## config.mk

```make
export PLATFORM = sky130hd
export DESIGN_NAME = board_ctrl_top
export DESIGN_NICKNAME = d
export VERILOG_FILES = /design/src/rtl/wb_bus_pkg.sv /design/src/rtl/board_ctrl_pkg.sv /design/src/rtl/wbs_decoder.sv /design/src/rtl/sys_config.sv /design/src/rtl/irq_controller.sv /design/src/rtl/bus_monitor.sv /design/src/rtl/board_ctrl_top.sv
export VERILOG_INCLUDE_DIRS = /design/src /design/src/rtl
export SDC_FILE = /design/constraint.sdc
export NUM_CORES = 1
export LEC_CHECK = 0
export BUFFER_PORTS_ARGS = -buffer_cell sky130_fd_sc_hd__buf_2
export CORE_UTILIZATION = 60
export CTS_BUF_LIST = sky130_fd_sc_hd__clkbuf_4
export CTS_CLUSTER_DIAMETER = 40
export DETAILED_ROUTE_END_ITERATION = 10
export MAX_ROUTING_LAYER = met4
export PLACE_DENSITY = 0.83
export SYNTH_ARGS = -nofsm -noshare
export SYNTH_HDL_FRONTEND = slang
export SYNTH_SLANG_ARGS = --single-unit
export TNS_END_PERCENT = 5
```

## constraint.sdc

```tcl
create_clock -name gclk40 -period 6.8 [get_ports gclk40]
set_input_delay 1.02 -clock gclk40 [delete_from_list [all_inputs] [get_ports gclk40]]
set_output_delay 1.02 -clock gclk40 [all_outputs]
set_load 0.02 [all_outputs]
```

## src/rtl/board_params.svh

```systemverilog
`ifndef BOARD_PARAMS_SVH
`define BOARD_PARAMS_SVH

// bus geometry.
`define BUS_DATA_W 16
`define BUS_ADDR_W 16
`define REGION_W 4
`define OFFSET_W 12

// address regions. all others are unmapped.
`define REGION_SYSCONF 4'd0
`define REGION_IRQ 4'd1
`define REGION_BUSMON 4'd2
`define NUM_SLAVES 3

// cycles without ack before the decoder answers with err.
`define BUS_TIMEOUT_CYCLES 16

// board identity.
`define BOARD_ID 16'hB0C1
`define REV_MAJOR 8'd1
`define REV_MINOR 8'd3
`define CONFIG_DEFAULT 8'h01

`define NUM_EXT_IRQ 3

`endif

```

## src/rtl/wb_bus_pkg.sv

```systemverilog
`include "board_params.svh"

package wb_bus_pkg;

  // region selects the slave, offset picks a register inside it.
  typedef struct packed {
    logic [`REGION_W-1:0] region;
    logic [`OFFSET_W-1:0] offset;
  } wb_addr_fields_t;

  typedef union packed {
    logic [`BUS_ADDR_W-1:0] word;
    wb_addr_fields_t        fields;
  } wb_addr_u;

  // master to slave.
  typedef struct packed {
    logic                   cyc;
    logic                   stb;
    logic                   we;
    wb_addr_u               adr;
    logic [`BUS_DATA_W-1:0] dat;
  } wb_req_t;

  // slave to master.
  typedef struct packed {
    logic                   ack;
    logic                   err;
    logic [`BUS_DATA_W-1:0] dat;
  } wb_rsp_t;

endpackage

```

## src/rtl/board_ctrl_pkg.sv

```systemverilog
`include "board_params.svh"

package board_ctrl_pkg;

  // ========================================
  // interrupt sources
  // ========================================
  // msb is the bus timeout, the rest are external lines.
  typedef logic [`NUM_EXT_IRQ:0] irq_vec_t;

  // ========================================
  // system configuration
  // ========================================
  typedef logic [7:0] sys_config_t;

endpackage

```

## src/rtl/wbs_decoder.sv

```systemverilog
`timescale 1ns/10ps
`include "board_params.svh"

module wbs_decoder
  import wb_bus_pkg::*;
(
  input  logic                   gclk40,
  input  logic                   hard_reset,
  input  wb_req_t                req_i,
  output wb_rsp_t                rsp_o,
  output logic [`NUM_SLAVES-1:0] slave_sel_o,
  input  wb_rsp_t                slave_rsp_i [`NUM_SLAVES],
  output logic                   timeout_o
);

  // slave index to region number.
  localparam logic [`REGION_W-1:0] REGION_MAP [`NUM_SLAVES] =
    '{`REGION_SYSCONF, `REGION_IRQ, `REGION_BUSMON};
  localparam int CNT_W = $clog2(`BUS_TIMEOUT_CYCLES);
  localparam logic [CNT_W-1:0] LAST_CNT = CNT_W'(`BUS_TIMEOUT_CYCLES - 1);

  logic             req_active;
  logic             pending;
  logic             timeout_q;
  logic [CNT_W-1:0] wait_cnt_q;
  wb_rsp_t          slave_rsp;

  assign req_active = req_i.cyc && req_i.stb;

  // ========================================
  // region decode and response mux
  // ========================================
  always_comb begin
    for (int i = 0; i < `NUM_SLAVES; i++) begin
      slave_sel_o[i] = req_active && (req_i.adr.fields.region == REGION_MAP[i]);
    end
  end

  always_comb begin
    slave_rsp = '0;
    for (int i = 0; i < `NUM_SLAVES; i++) begin
      if (slave_sel_o[i]) begin
        slave_rsp = slave_rsp_i[i];
      end
    end
  end

  assign rsp_o = '{ack: slave_rsp.ack, err: slave_rsp.err || timeout_q, dat: slave_rsp.dat};

  // ========================================
  // bus timeout
  // ========================================
  // counts while a request waits without any answer.
  assign pending = req_active && !slave_rsp.ack && !timeout_q;

  always_ff @(posedge gclk40) begin
    if (!hard_reset) begin
      wait_cnt_q <= '0;
      timeout_q  <= 1'b0;
    end else begin
      timeout_q <= 1'b0;
      if (!pending) begin
        wait_cnt_q <= '0;
      end else if (wait_cnt_q == LAST_CNT) begin
        wait_cnt_q <= '0;
        timeout_q  <= 1'b1;
      end else begin
        wait_cnt_q <= wait_cnt_q + 1'b1;
      end
    end
  end

  assign timeout_o = timeout_q;

  // a slave ack never collides with the timeout.
  a_ack_err_excl: assert property (@(posedge gclk40) disable iff (!hard_reset)
    !(rsp_o.ack && rsp_o.err));

  // the master still holds stb when err arrives.
  a_err_in_stb: assert property (@(posedge gclk40) disable iff (!hard_reset)
    rsp_o.err |-> req_i.stb);

endmodule

```

## src/rtl/sys_config.sv

```systemverilog
`timescale 1ns/10ps
`include "board_params.svh"

module sys_config
  import wb_bus_pkg::*;
  import board_ctrl_pkg::*;
(
  input  logic        gclk40,
  input  logic        hard_reset,
  input  logic        sel_i,
  input  wb_req_t     req_i,
  output wb_rsp_t     rsp_o,
  output sys_config_t sys_config_o
);

  localparam logic [`OFFSET_W-1:0] OFS_BOARD_ID = 'd0;
  localparam logic [`OFFSET_W-1:0] OFS_REVISION = 'd1;
  localparam logic [`OFFSET_W-1:0] OFS_CONFIG   = 'd2;
  localparam logic [`OFFSET_W-1:0] OFS_SCRATCH  = 'd3;

  logic                   access;
  logic                   ack_q;
  logic [`BUS_DATA_W-1:0] rd_data;
  logic [`BUS_DATA_W-1:0] rd_data_q;
  logic [`BUS_DATA_W-1:0] scratch_q;
  sys_config_t            config_q;

  // one access per strobe. ack blocks the second cycle.
  assign access = sel_i && !ack_q;

  always_comb begin
    rd_data = '0;
    case (req_i.adr.fields.offset)
      OFS_BOARD_ID: rd_data = `BOARD_ID;
      OFS_REVISION: rd_data = {`REV_MAJOR, `REV_MINOR};
      OFS_CONFIG:   rd_data[$bits(sys_config_t)-1:0] = config_q;
      OFS_SCRATCH:  rd_data = scratch_q;
      default:      rd_data = '0;
    endcase
  end

  always_ff @(posedge gclk40) begin
    if (!hard_reset) begin
      ack_q    <= 1'b0;
      config_q <= `CONFIG_DEFAULT;
    end else begin
      ack_q <= access;
      if (access && req_i.we && req_i.adr.fields.offset == OFS_CONFIG) begin
        config_q <= req_i.dat[$bits(sys_config_t)-1:0];
      end
    end
  end

  always_ff @(posedge gclk40) begin
    if (access) begin
      rd_data_q <= rd_data;
    end
    if (access && req_i.we && req_i.adr.fields.offset == OFS_SCRATCH) begin
      scratch_q <= req_i.dat;
    end
  end

  assign rsp_o        = '{ack: ack_q, err: 1'b0, dat: rd_data_q};
  assign sys_config_o = config_q;

endmodule

```

## src/rtl/irq_controller.sv

```systemverilog
`timescale 1ns/10ps
`include "board_params.svh"

module irq_controller
  import wb_bus_pkg::*;
  import board_ctrl_pkg::*;
(
  input  logic     gclk40,
  input  logic     hard_reset,
  input  logic     sel_i,
  input  wb_req_t  req_i,
  output wb_rsp_t  rsp_o,
  input  irq_vec_t irq_src_i,
  output logic     irq_o
);

  localparam logic [`OFFSET_W-1:0] OFS_PENDING = 'd0;
  localparam logic [`OFFSET_W-1:0] OFS_MASK    = 'd1;

  logic                   access;
  logic                   ack_q;
  logic [`BUS_DATA_W-1:0] rd_data;
  logic [`BUS_DATA_W-1:0] rd_data_q;
  irq_vec_t               src_q;
  irq_vec_t               src_rise;
  irq_vec_t               clear;
  irq_vec_t               pending_q;
  irq_vec_t               mask_q;

  assign access   = sel_i && !ack_q;
  assign src_rise = irq_src_i & ~src_q;

  // write one to clear.
  assign clear = (access && req_i.we && req_i.adr.fields.offset == OFS_PENDING) ?
                 req_i.dat[$bits(irq_vec_t)-1:0] : '0;

  always_comb begin
    rd_data = '0;
    case (req_i.adr.fields.offset)
      OFS_PENDING: rd_data[$bits(irq_vec_t)-1:0] = pending_q;
      OFS_MASK:    rd_data[$bits(irq_vec_t)-1:0] = mask_q;
      default:     rd_data = '0;
    endcase
  end

  always_ff @(posedge gclk40) begin
    if (!hard_reset) begin
      ack_q     <= 1'b0;
      src_q     <= '0;
      pending_q <= '0;
      mask_q    <= '0;
      irq_o     <= 1'b0;
    end else begin
      ack_q <= access;
      src_q <= irq_src_i;
      // a new edge beats a clear in the same cycle.
      pending_q <= (pending_q & ~clear) | src_rise;
      if (access && req_i.we && req_i.adr.fields.offset == OFS_MASK) begin
        mask_q <= req_i.dat[$bits(irq_vec_t)-1:0];
      end
      irq_o <= |(pending_q & mask_q);
    end
  end

  always_ff @(posedge gclk40) begin
    if (access) begin
      rd_data_q <= rd_data;
    end
  end

  assign rsp_o = '{ack: ack_q, err: 1'b0, dat: rd_data_q};

  // no interrupt without a pending source one cycle earlier.
  a_irq_has_source: assert property (@(posedge gclk40) disable iff (!hard_reset)
    irq_o |-> $past(|pending_q));

endmodule

```

## src/rtl/bus_monitor.sv

```systemverilog
`timescale 1ns/10ps
`include "board_params.svh"

module bus_monitor
  import wb_bus_pkg::*;
(
  input  logic    gclk40,
  input  logic    hard_reset,
  input  logic    sel_i,
  input  wb_req_t req_i,
  output wb_rsp_t rsp_o,
  input  logic    timeout_i
);

  localparam logic [`OFFSET_W-1:0] OFS_ADDR  = 'd0;
  localparam logic [`OFFSET_W-1:0] OFS_WE    = 'd1;
  localparam logic [`OFFSET_W-1:0] OFS_COUNT = 'd2;

  logic                   access;
  logic                   ack_q;
  logic [`BUS_DATA_W-1:0] rd_data;
  logic [`BUS_DATA_W-1:0] rd_data_q;
  logic [`BUS_ADDR_W-1:0] last_addr_q;
  logic                   last_we_q;
  logic [7:0]             to_count_q;

  assign access = sel_i && !ack_q;

  // all registers are read only. writes only get an ack.
  always_comb begin
    rd_data = '0;
    case (req_i.adr.fields.offset)
      OFS_ADDR:  rd_data = last_addr_q;
      OFS_WE:    rd_data[0] = last_we_q;
      OFS_COUNT: rd_data[7:0] = to_count_q;
      default:   rd_data = '0;
    endcase
  end

  always_ff @(posedge gclk40) begin
    if (!hard_reset) begin
      ack_q       <= 1'b0;
      last_addr_q <= '0;
      last_we_q   <= 1'b0;
      to_count_q  <= '0;
    end else begin
      ack_q <= access;
      if (timeout_i) begin
        last_addr_q <= req_i.adr.word;
        last_we_q   <= req_i.we;
        // saturates at 255.
        if (to_count_q != 8'hff) begin
          to_count_q <= to_count_q + 1'b1;
        end
      end
    end
  end

  always_ff @(posedge gclk40) begin
    if (access) begin
      rd_data_q <= rd_data;
    end
  end

  assign rsp_o = '{ack: ack_q, err: 1'b0, dat: rd_data_q};

endmodule

```

## src/rtl/board_ctrl_top.sv

```systemverilog
`timescale 1ns/10ps
`include "board_params.svh"

module board_ctrl_top
  import wb_bus_pkg::*;
  import board_ctrl_pkg::*;
(
  input  logic                    gclk40,
  input  logic                    hard_reset,
  input  wb_req_t                 req_i,
  output wb_rsp_t                 rsp_o,
  input  logic [`NUM_EXT_IRQ-1:0] ext_irq_i,
  output logic                    irq_o,
  output sys_config_t             sys_config_o
);

  // slave order matches the decoder region map.
  logic [`NUM_SLAVES-1:0] slave_sel;
  wb_rsp_t                slave_rsp [`NUM_SLAVES];
  logic                   bus_timeout;
  irq_vec_t               irq_src;

  assign irq_src = {bus_timeout, ext_irq_i};

  wbs_decoder wbs_decoder_inst (
    .gclk40(gclk40), .hard_reset(hard_reset),
    .req_i(req_i), .rsp_o(rsp_o),
    .slave_sel_o(slave_sel), .slave_rsp_i(slave_rsp),
    .timeout_o(bus_timeout)
  );

  sys_config sys_config_inst (
    .gclk40(gclk40), .hard_reset(hard_reset),
    .sel_i(slave_sel[0]), .req_i(req_i), .rsp_o(slave_rsp[0]),
    .sys_config_o(sys_config_o)
  );

  irq_controller irq_controller_inst (
    .gclk40(gclk40), .hard_reset(hard_reset),
    .sel_i(slave_sel[1]), .req_i(req_i), .rsp_o(slave_rsp[1]),
    .irq_src_i(irq_src), .irq_o(irq_o)
  );

  bus_monitor bus_monitor_inst (
    .gclk40(gclk40), .hard_reset(hard_reset),
    .sel_i(slave_sel[2]), .req_i(req_i), .rsp_o(slave_rsp[2]),
    .timeout_i(bus_timeout)
  );

endmodule

```

# After elaboration in Yosys (flattened, before gate mapping)
# Index checks and enable logic that the tools add are counted.
dict set report word_totals {
  reg_bits 106
  latch_bits 0
  ramBits 0
  romBits 0
  inputBits 40
  elab_cells 72
  n_memories 0
}
dict set report classes {
  add_sub_neg 2
  n_mul 0
  n_div 0
  n_lt_le_gt_ge 0
  eq_ne 7
  shift 0
  n_mux 10
  bitwise_logic 8
  reduce_logical 27
}
# op count
set ops {}
lappend ops {{18-bit two-way mux} 3}
lappend ops {{8-bit case mux with 4 select lines} 1}
lappend ops {{12-bit by 2-bit equality test with 1-bit output (second input constant)} 2}
lappend ops {{8-bit case mux with 3 select lines} 1}
lappend ops {{1-bit logical AND} 15}
lappend ops {{7-bit case mux with 2 select lines} 1}
lappend ops {{4-bit AND} 3}
lappend ops {{12-bit by 1-bit equality test with 1-bit output (second input constant)} 1}
lappend ops {{12-bit logical NOT} 1}
lappend ops {{8-bit by 1-bit adder with 8-bit output (second input constant)} 1}
lappend ops {{8-bit != test (second input constant)} 1}
lappend ops {{4-bit inverter} 2}
lappend ops {{4-bit case mux with 2 select lines} 1}
lappend ops {{1-bit logical NOT} 5}
lappend ops {{4-bit by 1-bit adder with 4-bit output (second input constant)} 1}
lappend ops {{4-bit by 1-bit equality test with 1-bit output (second input constant)} 1}
lappend ops {{4-bit by 2-bit equality test with 1-bit output (second input constant)} 1}
lappend ops {{4-bit equality test (second input constant)} 1}
lappend ops {{4-bit logical NOT} 1}
lappend ops {{4-bit two-way mux} 1}
lappend ops {{4-bit OR} 1}
lappend ops {{2-bit AND reduction} 2}
lappend ops {{4-bit OR reduction} 1}
lappend ops {{1-bit case mux with 3 select lines} 1}
lappend ops {{other kinds (4)} 5}

# Logic depth before layout (Yosys ltp)
# Gate-level depths: netlist (run 1).
dict set report depth {
  depth_word 10
  mapped_depth 5
  depth_no_buf 5
}

# Modules after synthesis
# Synthesis (run 1) repeated with hierarchy kept, for this count alone.
dict set report unflattened {
  cells_unflattened 476
  area_unflattened_um2 5129.9
}
# mod n_inst cells_per_inst area_per_inst_um2 seq_area_each_um2
set modules_own_cells {}
lappend modules_own_cells {bus_monitor 1 159 1800.5 1001.0}
lappend modules_own_cells {sys_config 1 121 1656.6 1141.1}
lappend modules_own_cells {irq_controller 1 89 894.6 400.4}
lappend modules_own_cells {wbs_decoder 1 107 778.2 100.1}

# Worst setup path after synthesis (run 1)
# OpenSTA, ideal clock, no wires.
dict set report synth_path {
  kind {input to output}
  start {input port req_i[31] (netlist bit)}
  end {output port rsp_o[17] (netlist bit)}
  arrival_time_ns 3.340
  required_time_ns 5.780
  path_slack_ns 2.440
  path_stages 3
  path_buffers 1
  cell_sequence {buf_2 > nor4_1 > o21ba_2}
}
# element line
set synth_lines {}
lappend synth_lines {{from (decl)} board_ctrl_top.sv:10} ;# input wb_req_t req_i,
lappend synth_lines {{to (decl)} board_ctrl_top.sv:11} ;# output wb_rsp_t rsp_o,

==> qor.txt, run 1 <==
worst flop-to-flop path startpoint - sys_config_inst.ack_q$_SDFF_PN0_
fmax - 266.1 MHz
most frequent cells in the layout - buf_2, dfxtp_1, edfxtp_1, nand2_1
critical-path cell list - buf_2 > nand4b_1 > nor3_2 > o21ba_2 > buf_2
worst min-delay path class - flop to flop
Worst-Skew Late Latency - 440 ps
antenna violations before repair - 0
Syn. warnings - 0
Post-CTS Setup Repair Bufs - 0
Tmin final - 3758 ps
detailed-placement wirelength estimate - 6393 um
Via Count - 3038
setup_tns - 0 ps
share of cells above drive strength 1 - 25.93%
Reg area - 2643 um2
critical path required time - 5780 ps
Reg clk slew, reported paths - 150 ps
Placeable Area - 6982 um2
gpl congestion - 0.8917
beginning of the worst hold path - wbs_decoder_inst.wait_cnt_q[0]$_SDFF_PP0_
Syn Nets - 409
IO buf count - 66
commonest non-fill, non-tap cell in the layout - buf_2
Worst-Margin Slew - 1088 ps
vias in the first global route - 2949
CTS root buffer - clkbuf_4
Final Non-Filler Cells - 528
area of the multi-input gates - 1677 um2
Synth cell types - 49
area grow syn2layout - 11.06%
VDD IR-drop max - 0.1295 mV
status - finished, final reports clean
Antenna Violating Nets Remaining - 0
sequential-to-total area share from yosys stat - 59.58%
drt via density - 5.754
number of inserted diodes - 0
Crit Reg-Reg Endpoint - sys_config_inst.scratch_q[10]$_DFFE_PP_
Setup Skew - 12.40 ps
fraction of registers with async set/reset - 0%
H-tree Lvls - 3
dpl cells - 512
die width - 87.98 um
die height - 87.98 um
main flop type after synthesis - dfxtp_1
cts hold-fix bufs - 0
Hold Path Cell Cnt - 1
max_slew headroom - 27.07%
Final Hold Vio Count - 0
slowest stage delay, CP - 850 ps
row cnt - 30
RSZ-0062 raised after global routing - no
CP top delay family - simple AND/OR/NAND/NOR gates
pin count of the biggest net entering global routing - 37
crit path DAT - 2740 ps
GRT Total Usage - 25.58%
DRC marker count from the first detailed-route iteration - 190
Post-Synthesis Cells - 367
R2R Setup Slk - 4890 ps
# DRC - 0
number of buffers created by CTS - 9
P_leak - 2.013 nW
die area - 7740 um2
Setup crit end kind - output pin
nets - 469
synthesized area - 4436 um2
flops & latches, synth - 106
WL/cell - 16.71 um
Hold EP - wbs_decoder_inst.wait_cnt_q[0]$_SDFF_PP0_
pwr/cell area - 203.3 nW/um2
num ports - 67
fin. max-slew vios - 0
max-cap viol count - 0
Post-synth EDFFs - 52
setup violation total in the final timing report - 0
post-cts gate resize count - 0
final WL - 8823 um
Avg Cell Area, Syn - 12.09 um2
drt pass-1 iters - 5
CTS tree - done
Remaining Overflow, GRT - 0
Critical Path Source Type - input port
Slowest-stage cell, CP - nor3_2
Fillers - 533
Crit Path Category - input port to output pin
crit path max fanout - 17
Sink Count - 106
initial core utilization - 63.53%
most frequent CP cell - buf_2
worst-case reg-to-reg path depth - 3
CTS Buffer Depth - 2
worst path bufs/invs - 2
first-pass GRT wire length - 14320 um
final core utilization - 70.56%
crit share post-route - 55.27%
==> worst register-to-register path, stage by stage (launching register included) <==
cell,delay [ps]
dfxtp_1,360
nor4_4,210
buf_4,310
and3_1,690
==> how the worst max path moves through the flow <==
stage / slack, ps / startpoint / end / depth (start not counted)
2_1_floorplan: 2440 / req_i[31] / rsp_o[17] / 3
3_3_place_gp: 3130 / req_i[30] / rsp_o[17] / 5
3_5_place_dp: 3040 / req_i[30] / rsp_o[17] / 5
4_1_cts: 3040 / req_i[30] / rsp_o[17] / 5
5_1_grt: 2890 / req_i[30] / rsp_o[17] / 5
6_report: 3040 / req_i[30] / rsp_o[17] / 5
==> metal layers <==
| layer | routed length (um) | track usage [%] |
|---|---|---|
| met5 | 0 | - |
| met2 | 4425 | 41.51 |
| met1 | 3826 | 32.53 |
| met4 | 180 | 10.58 |
| met3 | 390 | 3.205 |
==> state kept, by name (all words and copies together) (netlist names) <==
register	flops
irq_controller_inst.ack_q	1
sys_config_inst.sys_config_o	8
irq_controller_inst.pending_q	4
bus_monitor_inst.to_count_q	8
sys_config_inst.rd_data_q	16
bus_monitor_inst.last_addr_q	16
sys_config_inst.scratch_q	16
sys_config_inst.ack_q	1
wbs_decoder_inst.wait_cnt_q	4
irq_controller_inst.mask_q	4
irq_controller_inst.rd_data_q	4
bus_monitor_inst.last_we_q	1
irq_controller_inst.src_q	4
bus_monitor_inst.rd_data_q	16
bus_monitor_inst.ack_q	1
irq_controller_inst.irq_o	1
wbs_decoder_inst.timeout_o	1
==> cells by family after synthesis <==
| kind of cell | share of synthesized area, % |
|---|---|
| compound gates | 11.09 |
| xor+xnor | 0.5925 |
| fa+ha+maj | 0.5641 |
| buf+inv | 2.764 |
| flops | 59.58 |
| mux | 6.996 |
| simple gates | 18.42 |
==> final cells by class <==
type | count | area share [%]
multi-input cells | 239 | 34.04
clock buffers | 10 | 1.524
flip-flops and latches | 106 | 53.64
well taps | 96 | 2.438
clock inverters | 6 | 1.041
inverters | 2 | 0.1524
repair buffers | 69 | 7.163
==> stage by stage <==
| step | cell area (um2) | worst slack (ps) | total power, W | hold slack (ps) |
|---|---|---|---|---|
| after floorplan | 4436 | 2441 | 0.0007068 | 426.9 |
| after global placement | 4800 | 3133 | 0.0007257 | 443.3 |
| after detailed placement | 4800 | 3041 | 0.0007274 | 448.2 |
| after CTS | 4926 | 3039 | 0.001007 | 472.0 |
| after global routing | 4926 | 2885 | 0.001034 | 506.1 |
| final | 4926 | 3042 | 0.001001 | 470.6 |
==> cell usage after synthesis, types with 3 or more instances <==
master | count | share of area (%)
nor2_1 | 31 | 2.6
clkbuf_1 | 7 | 0.59
nand2_1 | 37 | 3.1
nor3_2 | 4 | 0.90
a22o_2 | 3 | 0.68
o21ai_0 | 8 | 0.90
dfxtp_1 | 54 | 24
a22oi_1 | 6 | 1.0
nor2b_1 | 13 | 1.8
edfxtp_1 | 52 | 35
a21oi_1 | 11 | 1.2
and2_2 | 4 | 0.68
buf_2 | 8 | 0.90
and3_1 | 12 | 1.7
a31oi_1 | 3 | 0.42
a22o_1 | 24 | 4.7
mux2i_1 | 31 | 7.0
and2_1 | 7 | 0.99
nor3_1 | 3 | 0.34
buf_6 | 3 | 0.76
a21o_1 | 3 | 0.51
nand3_1 | 4 | 0.45
==> power breakdown <==
group | switching, W | internal [W]
Clock | 0.000204 | 0.0000835
Combinational | 0.0000267 | 0.0000158
Sequential | 0.00000209 | 0.000669
Total | 0.000233 | 0.000768
Note: power is estimated with default switching activity, not from simulation.
==> run 2, diff against run 1 <==
--- a/config.mk
+++ b/config.mk
@@ -7,12 +7,12 @@
 export NUM_CORES = 1
 export LEC_CHECK = 0
 export BUFFER_PORTS_ARGS = -buffer_cell sky130_fd_sc_hd__buf_2
-export CORE_UTILIZATION = 60
+export CORE_UTILIZATION = 59
 export CTS_BUF_LIST = sky130_fd_sc_hd__clkbuf_4
 export CTS_CLUSTER_DIAMETER = 40
 export DETAILED_ROUTE_END_ITERATION = 10
 export MAX_ROUTING_LAYER = met4
-export PLACE_DENSITY = 0.83
+export PLACE_DENSITY = 0.82
 export SYNTH_ARGS = -nofsm -noshare
 export SYNTH_HDL_FRONTEND = slang
 export SYNTH_SLANG_ARGS = --single-unit
==> constraint.sdc (replaced) <==
create_clock -name gclk40 -period 3.9 [get_ports gclk40]
set_input_delay 0.585 -clock gclk40 [delete_from_list [all_inputs] [get_ports gclk40]]
set_output_delay 0.585 -clock gclk40 [all_outputs]
set_load 0.02 [all_outputs]
==> qor.txt, run 2 (synthesized netlist as in run 1, its figures left out) <==
nets - 470
H-tree Lvls - 3
slowest stage delay, CP - 780 ps
Post-CTS Setup Repair Bufs - 0
share of cells above drive strength 1 - 25.64%
crit share post-route - 71.49%
Via Count - 3047
post-cts gate resize count - 0
drt via density - 5.727
cts hold-fix bufs - 0
# DRC - 0
max-cap viol count - 0
fmax - 358.7 MHz
setup_tns - 0 ps
Worst-Margin Slew - 963.7 ps
Final Non-Filler Cells - 532
fin. max-slew vios - 0
Slowest-stage cell, CP - nor3_2
pwr/cell area - 352.9 nW/um2
drt pass-1 iters - 4
GRT Total Usage - 24.78%
Placeable Area - 7253 um2
Final Hold Vio Count - 0
initial core utilization - 61.15%
most frequent cells in the layout - buf_2, dfxtp_1, edfxtp_1, nand2_1
num ports - 67
Worst-Skew Late Latency - 450 ps
crit path DAT - 2200 ps
Critical Path Source Type - input port
Remaining Overflow, GRT - 0
setup violation total in the final timing report - 0
number of buffers created by CTS - 9
Place WS - 1077 ps
CTS root buffer - clkbuf_4
R2R Setup Slk - 1990 ps
VDD IR-drop max - 0.2132 mV
Fillers - 535
P_leak - 2.015 nW
gpl congestion - 0.8736
IO buf count - 66
commonest non-fill, non-tap cell in the layout - buf_2
WL/cell - 16.68 um
final core utilization - 67.98%
final WL - 8874 um
Setup crit end kind - output pin
worst min-delay path class - input port to flop
row cnt - 31
die height - 88.71 um
Reg clk slew, reported paths - 160 ps
max_slew headroom - 35.41%
CTS Buffer Depth - 2
Antenna Violating Nets Remaining - 0
detailed-placement wirelength estimate - 6470 um
CTS tree - done
pin count of the biggest net entering global routing - 37
first-pass GRT wire length - 13720 um
DRC marker count from the first detailed-route iteration - 146
number of inserted diodes - 0
critical-path cell list - buf_2 > nand4bb_4 > nor3_2 > nand2_1 > nand2_1 > buf_2
setup ws final - 1112 ps
RSZ-0062 raised after global routing - no
CP top delay family - simple AND/OR/NAND/NOR gates
die area - 7869 um2
Crit Path Category - input port to output pin
critical path required time - 3310 ps
vias in the first global route - 2848
antenna violations before repair - 0
crit path max fanout - 16
Tmin final - 2788 ps
dpl cells - 516
Sink Count - 106
Setup Skew - 17.46 ps
die width - 88.71 um
worst path bufs/invs - 2
status - finished, final reports clean
area grow syn2layout - 11.17%
## run 2: final timing paths
| path | startpoint | end | cells past startpoint |
|---|---|---|---|
| hold / removal | req_i[14] | sys_config_inst.scratch_q[14]$_DFFE_PP_ | 1 |
| setup / recovery | req_i[30] | rsp_o[1] | 6 |
| hold reg to reg | wbs_decoder_inst.wait_cnt_q[0]$_SDFF_PP0_ | wbs_decoder_inst.wait_cnt_q[0]$_SDFF_PP0_ | 1 |
| setup reg to reg | sys_config_inst.ack_q$_SDFF_PN0_ | sys_config_inst.scratch_q[13]$_DFFE_PP_ | 3 |
## run 2: routing by layer
| layer | vias to the layer above | wire, um | GRT usage, % |
|---|---|---|---|
| li1 | 1474 | - | - |
| met1 | 1471 | 3876 | 30.61 |
| met2 | 85 | 4384 | 39.72 |
| met3 | 17 | 462 | 5.597 |
| met4 | 0 | 152 | 9.677 |
| met5 | - | 0 | - |
## run 2: cell type report
type | count | area, um2 | share of cell area (%)
sequential | 106 | 2643 | 53.59
multi-input combinational | 239 | 1677 | 34.00
timing repair buffer | 70 | 360.3 | 7.308
tap | 99 | 123.9 | 2.512
clock buffer | 9 | 67.56 | 1.370
clock inverter | 7 | 52.55 | 1.066
inverter | 2 | 7.507 | 0.1522
## run 2: where the power goes
part	internal, W	total, W	switching [W]	leakage (nW)
Sequential	0.00117	0.00117	0.00000362	0.941
Clock	0.000136	0.000496	0.000359	0.0635
Combinational	0.0000278	0.0000747	0.0000469	1.01
## run 2: worst register-to-register path, cell delays in order, from the launching register on
cell,delay [ps]
dfxtp_1,370
nor4_4,210
buf_4,310
and3_1,670
## run 2: per-stage QoR
step           total power, W  hold WS (ps)  area [um2]
4_1_cts              0.001748         283.8        4931
3_3_place_gp         0.001266         440.8        4811
5_1_grt              0.001799         265.5        4931
2_1_floorplan        0.001232         426.9        4436
6_report             0.001740         289.7        4931
3_5_place_dp         0.001269         460.9        4811
